$ cat config.mk
export PLATFORM = sky130hd
export DESIGN_NAME = board_top
export DESIGN_NICKNAME = d
export VERILOG_FILES = /design/src/rtl/board_pkg.sv /design/src/rtl/debouncer.sv /design/src/rtl/reset_ctrl.sv /design/src/rtl/uart_tx.sv /design/src/rtl/uart_rx.sv /design/src/rtl/boot_ctrl.sv /design/src/rtl/hex_display.sv /design/src/rtl/board_top.sv
export SDC_FILE = /design/constraint.sdc
export NUM_CORES = 1
export LEC_CHECK = 0
export ABC_AREA = 1
export BUFFER_PORTS_ARGS = -buffer_cell sky130_fd_sc_hd__buf_2
export CAP_MARGIN = 10
export CORE_MARGIN = 4
export CORE_UTILIZATION = 44
export CTS_BUF_LIST = sky130_fd_sc_hd__clkbuf_8
export DETAILED_ROUTE_END_ITERATION = 6
export HOLD_SLACK_MARGIN = 0.03
export PLACE_DENSITY = 0.72
export SLEW_MARGIN = 20
export SYNTH_ARGS = -nofsm -noshare
export SYNTH_HDL_FRONTEND = slang
export SYNTH_SLANG_ARGS = --single-unit
$ cat constraint.sdc
create_clock -name clk -period 2.5 [get_ports clk]
set_input_delay 0.25 -clock clk [delete_from_list [all_inputs] [get_ports clk]]
set_output_delay 0.25 -clock clk [all_outputs]
set_load 0.1 [all_outputs]
$ cat src/rtl/board_pkg.sv
// Board package
// Sizes, encodings and bundled signal types shared by the
// boot-control blocks of the board top level
package board_pkg;

  // ============================================================
  // Sizes and constants
  // ============================================================
  localparam int NUM_KEYS        = 4;
  // Kept short so simulation stays quick
  localparam int DEBOUNCE_CYCLES = 8;
  localparam int DBC_CNT_W       = $clog2(DEBOUNCE_CYCLES);

  // UART bit time in clk cycles
  localparam int BAUD_DIV        = 16;
  localparam int BAUD_CNT_W      = $clog2(BAUD_DIV);

  localparam int BOOT_PC_W       = 10;

  // ASCII "g" asks for a reply
  localparam logic [7:0] GO_BYTE = 8'h67;

  // ============================================================
  // Types
  // ============================================================
  typedef enum logic [2:0] {
    IDLE,
    SEND_HI,
    WAIT_HI,
    SEND_LO,
    WAIT_LO
  } boot_state_t;

  // Debounced key outputs, one bit per key
  typedef struct packed {
    logic [NUM_KEYS-1:0] level;
    logic [NUM_KEYS-1:0] edj;
    logic [NUM_KEYS-1:0] rise;
    logic [NUM_KEYS-1:0] fall;
  } key_events_t;

  // Nibbles for the six digits, d5 leftmost
  typedef struct packed {
    logic [3:0] d5;
    logic [3:0] d4;
    logic [3:0] d3;
    logic [3:0] d2;
    logic [3:0] d1;
    logic [3:0] d0;
  } hex_digits_t;

  // Active-low segment patterns, bit 6 is segment g
  typedef struct packed {
    logic [6:0] hex5;
    logic [6:0] hex4;
    logic [6:0] hex3;
    logic [6:0] hex2;
    logic [6:0] hex1;
    logic [6:0] hex0;
  } hex_segs_t;

endpackage : board_pkg

$ cat src/rtl/debouncer.sv
// Key debouncer
// Synchronises one push key and accepts a new level only after it
// has been stable for DEBOUNCE_CYCLES, with one-cycle edge pulses
module debouncer (
  input  logic clk,
  input  logic rst_n,
  input  logic in,
  output logic out,
  output logic edj,
  output logic rise,
  output logic fall
);

  import board_pkg::*;

  logic [1:0]           sync;
  logic [DBC_CNT_W-1:0] cnt;

  always_ff @(posedge clk or negedge rst_n) begin
    if (!rst_n) begin
      // Keys idle high, so start as not pressed
      sync <= 2'b11;
      cnt  <= '0;
      out  <= 1'b1;
      edj  <= 1'b0;
      rise <= 1'b0;
      fall <= 1'b0;
    end else begin
      sync <= {sync[0], in};
      edj  <= 1'b0;
      rise <= 1'b0;
      fall <= 1'b0;

      if (sync[1] == out) begin
        // Agreement restarts the count
        cnt <= '0;
      end else if (cnt == DBC_CNT_W'(DEBOUNCE_CYCLES - 1)) begin
        cnt  <= '0;
        out  <= sync[1];
        edj  <= 1'b1;
        rise <= sync[1];
        fall <= ~sync[1];
      end else begin
        cnt <= cnt + 1'b1;
      end
    end
  end

endmodule : debouncer

$ cat src/rtl/reset_ctrl.sv
// System reset generator
// Power-on reset clears at once, the reset key and PLL lock clear
// on the next clock; release comes two clocks after all are high
module reset_ctrl (
  input  logic clk,
  input  logic rst_n,
  input  logic key_rst_n,
  input  logic locked,
  output logic sys_rst_n
);

  logic [1:0] rst_sr;

  always_ff @(posedge clk or negedge rst_n) begin
    if (!rst_n) begin
      rst_sr <= 2'b00;
    end else if (!key_rst_n || !locked) begin
      rst_sr <= 2'b00;
    end else begin
      rst_sr <= {rst_sr[0], 1'b1};
    end
  end

  assign sys_rst_n = rst_sr[1];

endmodule : reset_ctrl

$ cat src/rtl/uart_tx.sv
// UART transmitter, 8N1
// Holds a requested frame while cts is high, then sends start bit,
// eight data bits LSB first and stop bit
module uart_tx (
  input  logic       clk,
  input  logic       rst_n,
  input  logic       tx_start,
  input  logic [7:0] tx_data,
  input  logic       cts,
  output logic       tx_busy,
  output logic       tx
);

  import board_pkg::*;

  typedef enum logic [1:0] {
    TX_IDLE,
    TX_WAIT,
    TX_SEND
  } tx_state_t;

  tx_state_t             state;
  logic [BAUD_CNT_W-1:0] baud_cnt;
  logic [3:0]            bit_cnt;
  // Stop, data and start bits, shifted out from bit 0
  logic [9:0]            shreg;

  always_ff @(posedge clk) begin
    if (state == TX_IDLE && tx_start) begin
      shreg <= {1'b1, tx_data, 1'b0};
    end else if ((state == TX_WAIT && !cts) ||
                 (state == TX_SEND && baud_cnt == BAUD_CNT_W'(BAUD_DIV - 1))) begin
      shreg <= {1'b1, shreg[9:1]};
    end
  end

  always_ff @(posedge clk or negedge rst_n) begin
    if (!rst_n) begin
      state    <= TX_IDLE;
      tx_busy  <= 1'b0;
      tx       <= 1'b1;
      baud_cnt <= '0;
      bit_cnt  <= '0;
    end else begin
      case (state)
        TX_IDLE: begin
          if (tx_start) begin
            tx_busy <= 1'b1;
            state   <= TX_WAIT;
          end
        end
        // Back-pressure, the frame is held here
        TX_WAIT: begin
          if (!cts) begin
            tx       <= shreg[0];
            baud_cnt <= '0;
            bit_cnt  <= '0;
            state    <= TX_SEND;
          end
        end
        TX_SEND: begin
          if (baud_cnt == BAUD_CNT_W'(BAUD_DIV - 1)) begin
            baud_cnt <= '0;
            if (bit_cnt == 4'd9) begin
              tx      <= 1'b1;
              tx_busy <= 1'b0;
              state   <= TX_IDLE;
            end else begin
              tx      <= shreg[0];
              bit_cnt <= bit_cnt + 1'b1;
            end
          end else begin
            baud_cnt <= baud_cnt + 1'b1;
          end
        end
        default: state <= TX_IDLE;
      endcase
    end
  end

endmodule : uart_tx

$ cat src/rtl/uart_rx.sv
// 8N1 UART receiver
// Finds the start edge, samples each bit at mid-bit and checks the
// stop bit. A bad stop bit drops the byte and sets a sticky error
module uart_rx (
  input  logic       clk,
  input  logic       rst_n,
  input  logic       rx,
  output logic       rx_valid,
  output logic [7:0] rx_data,
  output logic       frame_err
);

  import board_pkg::*;

  typedef enum logic [1:0] {
    RX_IDLE,
    RX_START,
    RX_DATA,
    RX_STOP
  } rx_state_t;

  rx_state_t             state;
  logic [1:0]            rx_sync;
  logic                  rx_prev;
  logic [BAUD_CNT_W-1:0] baud_cnt;
  logic [2:0]            bit_cnt;
  logic [7:0]            shreg;
  logic                  line;
  logic                  bit_end;

  assign line    = rx_sync[1];
  assign bit_end = (baud_cnt == BAUD_CNT_W'(BAUD_DIV - 1));

  // Received bits and the output byte
  always_ff @(posedge clk) begin
    if (state == RX_DATA && bit_end) begin
      shreg <= {line, shreg[7:1]};
    end
    if (state == RX_STOP && bit_end && line) begin
      rx_data <= shreg;
    end
  end

  always_ff @(posedge clk or negedge rst_n) begin
    if (!rst_n) begin
      state     <= RX_IDLE;
      rx_sync   <= 2'b11;
      rx_prev   <= 1'b1;
      baud_cnt  <= '0;
      bit_cnt   <= '0;
      rx_valid  <= 1'b0;
      frame_err <= 1'b0;
    end else begin
      rx_sync  <= {rx_sync[0], rx};
      rx_prev  <= line;
      rx_valid <= 1'b0;

      case (state)
        RX_IDLE: begin
          if (rx_prev && !line) begin
            baud_cnt <= '0;
            state    <= RX_START;
          end
        end
        // Confirm the start bit is still low half a bit in
        RX_START: begin
          if (baud_cnt == BAUD_CNT_W'(BAUD_DIV / 2 - 1)) begin
            baud_cnt <= '0;
            bit_cnt  <= '0;
            state    <= line ? RX_IDLE : RX_DATA;
          end else begin
            baud_cnt <= baud_cnt + 1'b1;
          end
        end
        RX_DATA: begin
          if (bit_end) begin
            baud_cnt <= '0;
            bit_cnt  <= bit_cnt + 1'b1;
            if (bit_cnt == 3'd7) begin
              state <= RX_STOP;
            end
          end else begin
            baud_cnt <= baud_cnt + 1'b1;
          end
        end
        RX_STOP: begin
          if (bit_end) begin
            baud_cnt <= '0;
            state    <= RX_IDLE;
            if (line) begin
              rx_valid <= 1'b1;
            end else begin
              frame_err <= 1'b1;
            end
          end else begin
            baud_cnt <= baud_cnt + 1'b1;
          end
        end
        default: state <= RX_IDLE;
      endcase
    end
  end

endmodule : uart_rx

$ cat src/rtl/boot_ctrl.sv
// Boot controller
// Latches the boot address on a go event and replies with it as two
// bytes; also keeps the reply count and the last received byte
module boot_ctrl (
  input  logic                         clk,
  input  logic                         rst_n,
  input  logic                         go,
  input  logic [board_pkg::BOOT_PC_W-1:0] sw,
  input  logic                         tx_busy,
  output logic                         tx_start,
  output logic [7:0]                   tx_data,
  input  logic                         rx_valid,
  input  logic [7:0]                   rx_data,
  output logic                         rts,
  output board_pkg::hex_digits_t       digits
);

  import board_pkg::*;

  boot_state_t          state;
  logic [BOOT_PC_W-1:0] pc;
  logic [3:0]           count;
  logic [7:0]           last_rx;
  logic                 start_ev;

  // Key 0 or a "g" from the host
  assign start_ev = go || (rx_valid && rx_data == GO_BYTE);

  assign tx_start = ((state == SEND_HI) || (state == SEND_LO)) && !tx_busy;
  assign tx_data  = (state == SEND_HI) ? {6'b0, pc[9:8]} : pc[7:0];
  assign rts      = (state != IDLE);

  always_ff @(posedge clk or negedge rst_n) begin
    if (!rst_n) begin
      state   <= IDLE;
      pc      <= '0;
      count   <= '0;
      last_rx <= '0;
    end else begin
      if (rx_valid) begin
        last_rx <= rx_data;
      end

      case (state)
        IDLE: begin
          if (start_ev) begin
            pc    <= sw;
            state <= SEND_HI;
          end
        end
        SEND_HI: if (!tx_busy) state <= WAIT_HI;
        WAIT_HI: if (!tx_busy) state <= SEND_LO;
        SEND_LO: if (!tx_busy) state <= WAIT_LO;
        WAIT_LO: begin
          if (!tx_busy) begin
            count <= count + 1'b1;
            state <= IDLE;
          end
        end
        default: state <= IDLE;
      endcase
    end
  end

  // Display layout: count, address, last byte
  assign digits.d5 = count;
  assign digits.d4 = {2'b00, pc[9:8]};
  assign digits.d3 = pc[7:4];
  assign digits.d2 = pc[3:0];
  assign digits.d1 = last_rx[7:4];
  assign digits.d0 = last_rx[3:0];

endmodule : boot_ctrl

$ cat src/rtl/hex_display.sv
// Seven-segment decoder
// Turns six hex nibbles into active-low segment patterns
module hex_display (
  input  board_pkg::hex_digits_t digits,
  output board_pkg::hex_segs_t   segs
);

  // Bit order gfedcba, a lit segment is 0
  function automatic logic [6:0] seg7(input logic [3:0] nib);
    case (nib)
      4'h0:    seg7 = 7'b1000000;
      4'h1:    seg7 = 7'b1111001;
      4'h2:    seg7 = 7'b0100100;
      4'h3:    seg7 = 7'b0110000;
      4'h4:    seg7 = 7'b0011001;
      4'h5:    seg7 = 7'b0010010;
      4'h6:    seg7 = 7'b0000010;
      4'h7:    seg7 = 7'b1111000;
      4'h8:    seg7 = 7'b0000000;
      4'h9:    seg7 = 7'b0010000;
      4'hA:    seg7 = 7'b0001000;
      4'hB:    seg7 = 7'b0000011;
      4'hC:    seg7 = 7'b1000110;
      4'hD:    seg7 = 7'b0100001;
      4'hE:    seg7 = 7'b0000110;
      default: seg7 = 7'b0001110;
    endcase
  endfunction

  always_comb begin
    segs.hex5 = seg7(digits.d5);
    segs.hex4 = seg7(digits.d4);
    segs.hex3 = seg7(digits.d3);
    segs.hex2 = seg7(digits.d2);
    segs.hex1 = seg7(digits.d1);
    segs.hex0 = seg7(digits.d0);
  end

endmodule : hex_display

$ cat src/rtl/board_top.sv
// Board top level
// Keys, reset generation, boot reply over UART and the
// seven-segment display of the fabric side
module board_top (
  input  logic                            clk,
  input  logic                            rst_n,
  input  logic                            locked,
  input  logic [board_pkg::NUM_KEYS-1:0]  key,
  input  logic [board_pkg::BOOT_PC_W-1:0] sw,
  input  logic                            uart_rx,
  input  logic                            uart_cts,
  output logic                            uart_tx,
  output logic                            uart_rts,
  output board_pkg::hex_segs_t            hex,
  output logic [9:0]                      ledr
);

  import board_pkg::*;

  key_events_t key_ev;
  hex_digits_t digits;
  logic        sys_rst_n;
  logic        tx_start;
  logic [7:0]  tx_data;
  logic        tx_busy;
  logic        rx_valid;
  logic [7:0]  rx_data;
  logic        frame_err;

  // ============================================================
  // Keys, on the raw reset so key 3 still works
  // ============================================================
  for (genvar i = 0; i < NUM_KEYS; i++) begin : key_dbc_loop
    debouncer dbc (
      .clk   (clk),
      .rst_n (rst_n),
      .in    (key[i]),
      .out   (key_ev.level[i]),
      .edj   (key_ev.edj[i]),
      .rise  (key_ev.rise[i]),
      .fall  (key_ev.fall[i])
    );
  end

  // Pressed key reads 0
  reset_ctrl reset_ctrl0 (
    .clk       (clk),
    .rst_n     (rst_n),
    .key_rst_n (key_ev.level[3]),
    .locked    (locked),
    .sys_rst_n (sys_rst_n)
  );

  // ============================================================
  // Boot reply and UART
  // ============================================================
  boot_ctrl boot_ctrl0 (
    .clk      (clk),
    .rst_n    (sys_rst_n),
    .go       (key_ev.fall[0]),
    .sw       (sw),
    .tx_busy  (tx_busy),
    .tx_start (tx_start),
    .tx_data  (tx_data),
    .rx_valid (rx_valid),
    .rx_data  (rx_data),
    .rts      (uart_rts),
    .digits   (digits)
  );

  uart_tx uart_tx0 (
    .clk      (clk),
    .rst_n    (sys_rst_n),
    .tx_start (tx_start),
    .tx_data  (tx_data),
    .cts      (uart_cts),
    .tx_busy  (tx_busy),
    .tx       (uart_tx)
  );

  uart_rx uart_rx0 (
    .clk       (clk),
    .rst_n     (sys_rst_n),
    .rx        (uart_rx),
    .rx_valid  (rx_valid),
    .rx_data   (rx_data),
    .frame_err (frame_err)
  );

  hex_display hex_display0 (
    .digits (digits),
    .segs   (hex)
  );

  assign ledr = {7'b0, frame_err, uart_rts, sys_rst_n};

endmodule : board_top

### Word level (Yosys, flattened, before mapping)

Memories as Yosys holds them, arrays and structs flattened.
Cells that the tools add are included.

| word-level totals | value |
|---|---|
| output and inout bits | 54 |
| bits of input ports | 19 |
| bits in registers | 91 |
| memories | 6 |
| word-level logic and storage cells | 172 |
| memory bits (read-only) | 672 |

| cells by class | value |
|---|---|
| multiplexer cells | 52 |
| bitwise gates (word level) | 5 |
| equal/unequal tests | 34 |
| add/sub/neg operators | 7 |
| reduce and logical (&&, ||, !) cells | 40 |

Memory list:

| name | words | width | read ports | clocked after Yosys merged registers in | write ports | RTL line | source |
|---|---|---|---|---|---|---|---|
| (no name shown) | 16 | 7 | 1 | 0 | 0 | hex_display.sv:10 | `case (nib)` |
| (no name shown) | 16 | 7 | 1 | 0 | 0 | hex_display.sv:10 |  |
| (no name shown) | 16 | 7 | 1 | 0 | 0 | hex_display.sv:10 |  |
| (no name shown) | 16 | 7 | 1 | 0 | 0 | hex_display.sv:10 |  |
| (no name shown) | 16 | 7 | 1 | 0 | 0 | hex_display.sv:10 |  |
| (no name shown) | 16 | 7 | 1 | 0 | 0 | hex_display.sv:10 |  |

Operators with widths:

| cell | count |
|---|---|
| 3-bit 2-to-1 mux | 11 |
| 4-bit 2-to-1 mux | 7 |
| 2-bit 2-to-1 mux | 11 |
| 9-bit 2-to-1 mux | 2 |
| 2-bit != test, second input constant | 9 |
| 4-bit by 1-bit adder with 4-bit output, second input constant | 4 |
| 4-bit case mux with 2 select lines | 2 |
| 3-bit case mux with 5 select lines | 1 |
| 3-bit equality test, second input constant | 4 |
| 4-bit equality test, second input constant | 3 |
| 2-bit by 1-bit != test with 1-bit output, second input constant | 6 |
| 4-bit case mux with 3 select lines | 1 |
| 4-bit AND reduction | 3 |
| 1-bit 2-to-1 mux | 11 |
| 2-bit AND reduction | 5 |
| 5-bit AND reduction | 2 |
| 3-bit by 1-bit adder with 3-bit output, second input constant | 3 |
| 1-bit logical AND | 9 |
| 3-bit AND reduction | 3 |
| 8-bit by 7-bit equality test with 1-bit output, second input constant | 1 |
| 8-bit 2-to-1 mux | 1 |
| 2-bit case mux with 4 select lines | 1 |
| 2-bit nonzero test | 4 |
| 2-bit equality test, second input constant | 3 |
| 15 further kinds | 31 |

### Logic depth before layout (Yosys ltp)

Gate-level depths: netlist (run 1).

| logic depth | value |
|---|---|
| word-level depth | 5 |
| mapped depth | 10 |
| gate-level depth less buffers | 10 |

### Hierarchy

From an unflattened synthesis (run 1), not the netlist that was laid out.

| unflattened totals | value |
|---|---|
| cells, all modules | 726 |
| area total of the unflattened synthesis | 5926.9 um2 |

Modules (own cells, without submodules):

| module | sequential area each (um2) | area each (um2) | instances | cells an instance |
|---|---|---|---|---|
| hex_display | 0.0 | 1625.3 | 1 | 302 |
| boot_ctrl | 625.6 | 1262.5 | 1 | 133 |
| uart_rx | 834.6 | 1161.1 | 1 | 91 |
| uart_tx | 561.8 | 1066.0 | 1 | 125 |
| debouncer | 229.0 | 332.8 | 2 | 29 |
| board_top | 0.0 | 78.8 | 1 | 11 |
| reset_ctrl | 50.0 | 67.6 | 1 | 6 |

### Worst setup path before layout (run 1)

Ideal clock, no wire load.

| path | value |
|---|---|
| kind | register -> output |
| start point | register boot_ctrl0.count[1] |
| end point | output port hex[37] (netlist bit) |
| buffers on the path | 0 |
| data required time | 2.250 ns |
| slack | -0.753 ns |
| cell stages (with the launch flop) | 4 |
| data arrival time | 3.003 ns |
| cells stage by stage | dfrtp_1 inv_1 ha_1 o31ai_1 |

RTL lines:

| element | RTL line | source |
|---|---|---|
| start, declared | boot_ctrl.sv:22 | `logic [3:0] count;` |
| start signal, assigned | boot_ctrl.sv:56 | `count <= count + 1'b1;` |
| end, declared | board_top.sv:14 | `output board_pkg::hex_segs_t hex,` |

==> results of run 1 <==
## worst min-delay path: stages
cell	delay [ns]
buf_2	0.07
nand3_1	0.06
nand2_1	0.06
## logic make-up after synthesis
group / count (synthesis) / share of synthesized area [%]
XOR/XNOR: 9 / 1.56
flip-flops: 91 / 47.7
AND/OR/NAND/NOR: 240 / 20.3
adder cells (fa/ha/maj): 44 / 10.9
other: 1 / 0.0744
buffers and inverters: 91 / 8.09
multiplexers: 2 / 0.447
AO/OA/AOI/OAI: 98 / 10.9
## worst max path at each step
stage	start	end	slack, ns	cells past startpoint
5_1_grt	boot_ctrl0.pc[4]$_DFFE_PN0P_	hex[24]	0.004	6
3_5_place_dp	boot_ctrl0.pc[4]$_DFFE_PN0P_	hex[24]	0.55	6
2_1_floorplan	boot_ctrl0.pc[4]$_DFFE_PN0P_	hex[27]	0.005	4
3_3_place_gp	boot_ctrl0.pc[4]$_DFFE_PN0P_	hex[24]	0.62	6
6_report	boot_ctrl0.pc[4]$_DFFE_PN0P_	hex[24]	0.15	6
4_1_cts	boot_ctrl0.pc[4]$_DFFE_PN0P_	hex[24]	0.13	6
## metrics by stage
step	hold slack (ns)	cell area, µm²
2_1_floorplan	-0.0456	5150
3_3_place_gp	0.155	5500
3_5_place_dp	0.160	5500
4_1_cts	0.0978	5770
5_1_grt	0.0947	5770
6_report	0.117	5770
## registers in the layout (all words and copies together), names as in the netlist, 3 cells and up, named ones only
name / count
key_dbc_loop.dbc.sync: 4
uart_rx0.bit_cnt: 3
uart_rx0.shreg: 8
uart_tx0.shreg: 9
uart_tx0.baud_cnt: 4
key_dbc_loop.dbc.cnt: 6
boot_ctrl0.count: 4
uart_tx0.bit_cnt: 4
uart_rx0.rx_data: 8
boot_ctrl0.pc: 10
boot_ctrl0.last_rx: 8
uart_rx0.baud_cnt: 4
boot_ctrl0.state: 3
## power by group through the flow
stage	logic, µW	clock network (µW)	registers (µW)
floorplan	846	0	1940
global placement	1010	0	1910
detailed placement	1050	0	1920
CTS	1060	1170	1900
global route	1190	1230	1920
finish	1050	1130	1890
## layer usage
metal | vias to the layer above | GRT usage [%] | routed length, µm
li1 | 1982 | - | -
met1 | 1822 | 20.5 | 4500
met2 | 74 | 23.6 | 4490
met3 | 15 | 2.37 | 414
met4 | 0 | 6.96 | 189
met5 | - | 0 | 0
## cell usage after synthesis, types with 2 or more instances
cell,number,area (µm²)
nor2_1,38,143
xor2_1,7,61.3
buf_2,8,40.0
xnor2_1,2,17.5
o31ai_1,5,37.5
a32o_1,2,20.0
a31oi_1,2,12.5
nor3b_1,2,15.0
nand2_1,148,556
nand3_1,34,170
nor2_2,2,12.5
clkbuf_1,5,18.8
buf_4,13,97.6
nand4_1,3,18.8
edfxtp_1,24,721
o21ai_1,18,90.1
dfstp_2,10,263
o211ai_1,2,15.0
dfrtp_1,56,1400
a32oi_1,3,26.3
nand2_2,2,12.5
a21oi_1,27,135
inv_1,52,195
nor3_1,5,25.0
ha_1,44,551
nand2_4,2,22.5
o21ai_0,35,175
inv_2,11,41.3
## layout make-up
cell class                 count  share of cell area, %
inverter                      64                   4.16
clock buffer                   9                   2.15
timing repair buffer          70                   6.63
tap                          140                   3.03
clock inverter                 7                   1.82
sequential                    91                   41.7
multi-input combinational    401                   40.5
## timing repair
action                                 4_1_cts  5_1_grt
endpoints found under the hold margin       12        0
hold buffers                                 4        0
setup endpoints to repair                    0        1
setup buffers                                0        0
gates resized for setup                      0        1
==> impl_metrics.ini, run 1 <==
[power]
comb_power_share_pct = 25.7
power_switching_uw = 1430
netSwitchingFraction_pct = 35.2
power_uw = 4070
seq_power_share_pct = 46.5
internal_power_uw = 2640
vdd_drop_max_mv = 0.340
p_clk_share_pct = 27.7
p_per_area_nw_per_um2 = 705
leakagePower_uw = 0.00285

[critical_path]
reg2reg_to = uart_rx0.shreg[7]$_DFFE_PP_
path_max_fanout = 6
arrival_ns = 2.10
criticalPathCategory = reg2out
reg2reg_from = uart_rx0.state[0]$_DFFE_PN0P_
max_stage_delay_ns = 0.44
path_buf_inv = 2
worstPathCellList = inv_1 -> ha_1 -> a21oi_1 -> o21ai_0 -> nand2_1 -> buf_2
worstSetupEndpointType = output port
rrSetupSlack_ns = 0.70
cp_data_required_time_ns = 2.25
slowest_stage = dfrtp_1
start_kind = flop
r2r_cells = 4
cpLargestDelayFamily = buffers and inverters

[yosys]
postSynthAreaPerCell_um2 = 8.75
synth_cells = 576
synth_async_sr_flop_share_pct = 72.5
synth_ff_type = dfrtp_1
ys_seq_elements = 91
ys.warnings.count = 0
synth-seq-area-share_pct = 47.7
synth_edf_count = 24
synth_cell_types = 42
netlist_area_um2 = 5040

[min_path]
hold_depth = 3
hp-start = sw[3]
whs_endpoint = boot_ctrl0.pc[3]$_DFFE_PN0P_
hp-class = in2reg

[global_route]
antenna_found_initial = 0
grt_use_total_pct = 15.0
overflow = 0
grt_pass1_vias = 3737
grt_pass1_wl_um = 16400
grt_max_degree = 52

[timing]
layout_setup_ws_ns = 0.154
worst_pin_slew_ns = 0.652
finalSetupTns_ns = 0
finalHoldViolCount = 0
slew_violations = 0
post-route-min-period_ns = 2.35
min_period_over_period_pct = 93.8
slew_headroom_pct = 56.4
fin_skew_ns = 0.0118
rsz0062_at_grt = no
fmax_mhz = 426
finalSetupViolations = 0

[layout]
diodes = 0
final_util_pct = 52.3
area_growth_pct = 14.5
multi_input_area_um2 = 2340
drive_above_1_share_pct = 21.0
layout_commonest_cell = nand2_1
seq_area_um2 = 2410
final_cell_mix = nand2_1 (148), buf_2 (61), dfrtp_1 (55), inv_1 (52), ha_1 (44)
nFillCells = 1004
stdcell_count = 782
nNetsFinal = 700

[clock_network]
clk_latency_ns = 0.36
numCtsBuffers = 9
htree_levels = 3
cts_buffer_depth = 2
clk_transition_reported_paths_ns = 0.09
cts_num_sinks = 91
cts_tree = built
clockRootBuffer = clkbuf_8

[detailed_routing]
vias = 3893
viasPerCell = 4.98
drt-total-wl_um = 9590
antenna_left = 0
wire_per_inst_um = 12.3
drc = 0
drt_iter0_drc = 284
firstDrtPassIters = 4

[placed_design]
dp_cells = 762
place_congestion = 0.873
pre_cts_ws_ns = 0.551
portBuffers = 62
dpl.hpwl_um = 7300

[die]
start_util_pct = 45.7
die_h_um = 115
die_area_um2 = 13200
dieWidth_um = 115
core_area_um2 = 11000
rows = 38
ios = 73

[flow_run]
cap_violations = 0

[outcome]
status = complete, no violations
No activity file was read; power rests on OpenSTA's default activity.
==> run 2, diff against run 1 <==
Settings changed: ABC_AREA 1 to unset.
==> impl_metrics.ini, run 2 <==
[placed_design]
portBuffers = 62
post_dp_cell_area_um2 = 5540
place_congestion = 0.856
pre_cts_ws_ns = 0.279
dpl.hpwl_um = 6770

[timing]
finalSetupTns_ns = 0
finalHoldViolCount = 0
fin_skew_ns = 0.00808
post-route-min-period_ns = 2.41
worst_pin_slew_ns = 0.701
layout_setup_ws_ns = 0.0923
min_period_over_period_pct = 96.3
rsz0062_at_grt = no
finalSetupViolations = 0
fmax_mhz = 415
slew_headroom_pct = 52.9
slew_violations = 0

[detailed_routing]
drt_iter0_drc = 171
wl_met1_um = 4110
drc = 0
antenna_left = 0
vias = 3498
drt-total-wl_um = 9240
viasPerCell = 5.28
firstDrtPassIters = 5
wire_per_inst_um = 14.0
dr.max_layer_used = met4
wl_met3_um = 517
wl_met2_um = 4480

[layout]
design_area_um2 = 5820
area_growth_pct = 13.3
nNetsFinal = 577
drive_above_1_share_pct = 27.7
reg_top3 = boot_ctrl0.pc (10), uart_tx0.shreg (9)
layout_commonest_cell = buf_2
nFillCells = 1004
final_util_pct = 51.0
final_cell_mix = buf_2 (59), dfrtp_1 (54), ha_1 (41), nor2_1 (35), nand2_1 (30)
diodes = 0
largest_register = boot_ctrl0.pc
largest_reg_flops = 10

[yosys]
netlist_top_cells_count = dfrtp_1 (56), ha_1 (44), nor2_1 (35)
synth_cells = 456
ys.warnings.count = 0
ys_seq_elements = 91
synth.area.top_cells = dfrtp_1 (27%), edfxtp_1 (14%), ha_1 (11%)
synth_ff_type = dfrtp_1
postSynthAreaPerCell_um2 = 11.3
netlist_area_um2 = 5140
synth_top_area_share_pct = 27.3
synth_cell_types = 64
synth_async_sr_flop_share_pct = 72.5
yosysMostFrequentCell = dfrtp_1
synth-seq-area-share_pct = 46.8
synth_largest_area_cell = dfrtp_1
synth_edf_count = 24

[power]
p_per_area_nw_per_um2 = 629
power_uw = 3660
vdd_drop_max_mv = 0.423
leakagePower_uw = 0.00263

[global_route]
grt_pass1_wl_um = 15500
grt_max_degree = 52
overflow = 0
grt_use_total_pct = 14.3
grt_pass1_vias = 3357
antenna_found_initial = 0

[critical_path]
worstSetupEndpointType = output port
criticalPathCategory = reg2out
cp_data_required_time_ns = 2.25
arrival_ns = 2.16
path_max_fanout = 6
start_kind = flop

[clock_network]
cts_buffer_depth = 2
numCtsBuffers = 9
clockRootBuffer = clkbuf_8
htree_levels = 3
clk_transition_reported_paths_ns = 0.10
clk_latency_ns = 0.36
cts_tree = built
cts_num_sinks = 91

[die]
ios = 73
dieWidth_um = 116
core_area_um2 = 11400
rows = 39
die_h_um = 116
die_area_um2 = 13500
start_util_pct = 45.0

[outcome]
status = complete, no violations

[flow_run]
cap_violations = 0

[min_path]
hp-class = in2reg
[run 2: kinds of logic (layout without fill, tap and decap cells)]
family                   count (synthesis)  count (layout)  share of synthesized area (%)
AO/OA/AOI/OAI                           90              90                           12.5
AND/OR/NAND/NOR                        129             129                           13.7
flip-flops                              91              91                           46.8
buffers and inverters                   52             108                           5.19
adder cells (fa/ha/maj)                 44              44                           10.7
multiplexers                            42              42                           9.86
XOR/XNOR                                 7               7                           1.19
other                                    1               8                         0.0730
[run 2: final cells by class]
| cell class | count | area, µm² | area share, % |
|---|---|---|---|
| clock buffers | 9 | 124 | 2.13 |
| well taps | 143 | 179 | 3.07 |
| inverters | 23 | 86.3 | 1.48 |
| clock inverters | 7 | 85.1 | 1.46 |
| multi-input cells | 320 | 2550 | 43.8 |
| repair buffers | 69 | 392 | 6.73 |
| flip-flops and latches | 91 | 2410 | 41.4 |
[run 2: power breakdown]
part	total, µW	switching [µW]	leakage (µW)	internal, µW
clock network	1040	559	0.0000999	481
registers	1870	143	0.00108	1730
logic	749	450	0.00145	299
total	3660	1150	0.00263	2510
[run 2: final timing paths]
kind	start	to	slack, ns	depth (start not counted)
max	boot_ctrl0.pc[1]$_DFFE_PN0P_	hex[14]	0.09	6
max reg2reg	uart_tx0.state[1]$_DFFE_PN0P_	uart_tx0.shreg[1]$_DFFE_PP_	0.51	3
min in group asynchronous	rst_n	reset_ctrl0.rst_sr[0]$_DFF_PN0_	0.31	2
max in group asynchronous	reset_ctrl0.rst_sr[1]$_DFF_PN0_	boot_ctrl0.pc[4]$_DFFE_PN0P_	1.65	1
min reg2reg	uart_rx0.rx_sync[0]$_DFF_PN1_	uart_rx0.rx_sync[1]$_DFF_PN1_	0.35	0
min	sw[8]	boot_ctrl0.pc[8]$_DFFE_PN0P_	0.11	2
[run 2: routing by layer]
metal | track usage [%] | vias up
li1 | - | 1715
met1 | 17.6 | 1676
met2 | 24.6 | 95
met3 | 3.66 | 12
met4 | 4.49 | 0
met5 | 0 | -
[run 2: metrics by stage]
step | hold slack (ns) | cells
3_5_place_dp | 0.159 | 642
2_1_floorplan | -0.0456 | 463
6_report | 0.107 | 662
3_3_place_gp | 0.149 | 642
4_1_cts | 0.0907 | 662
5_1_grt | 0.0925 | 662
[run 2: repair_timing]
action                                  in CTS  in global routing
hold buffers                                 4                  0
endpoints found under the setup margin       3                  4
buffers inserted                             0                  0
endpoints found under the hold margin       12                  0
resized for setup                            3                  7
[run 2: critical path, stage by stage (launching register included)]
cell,delay (ns)
dfrtp_1,0.45
inv_1,0.19
ha_2,0.26
nor2b_1,0.07
or3b_2,0.45
o21ai_1,0.12
buf_6,0.25
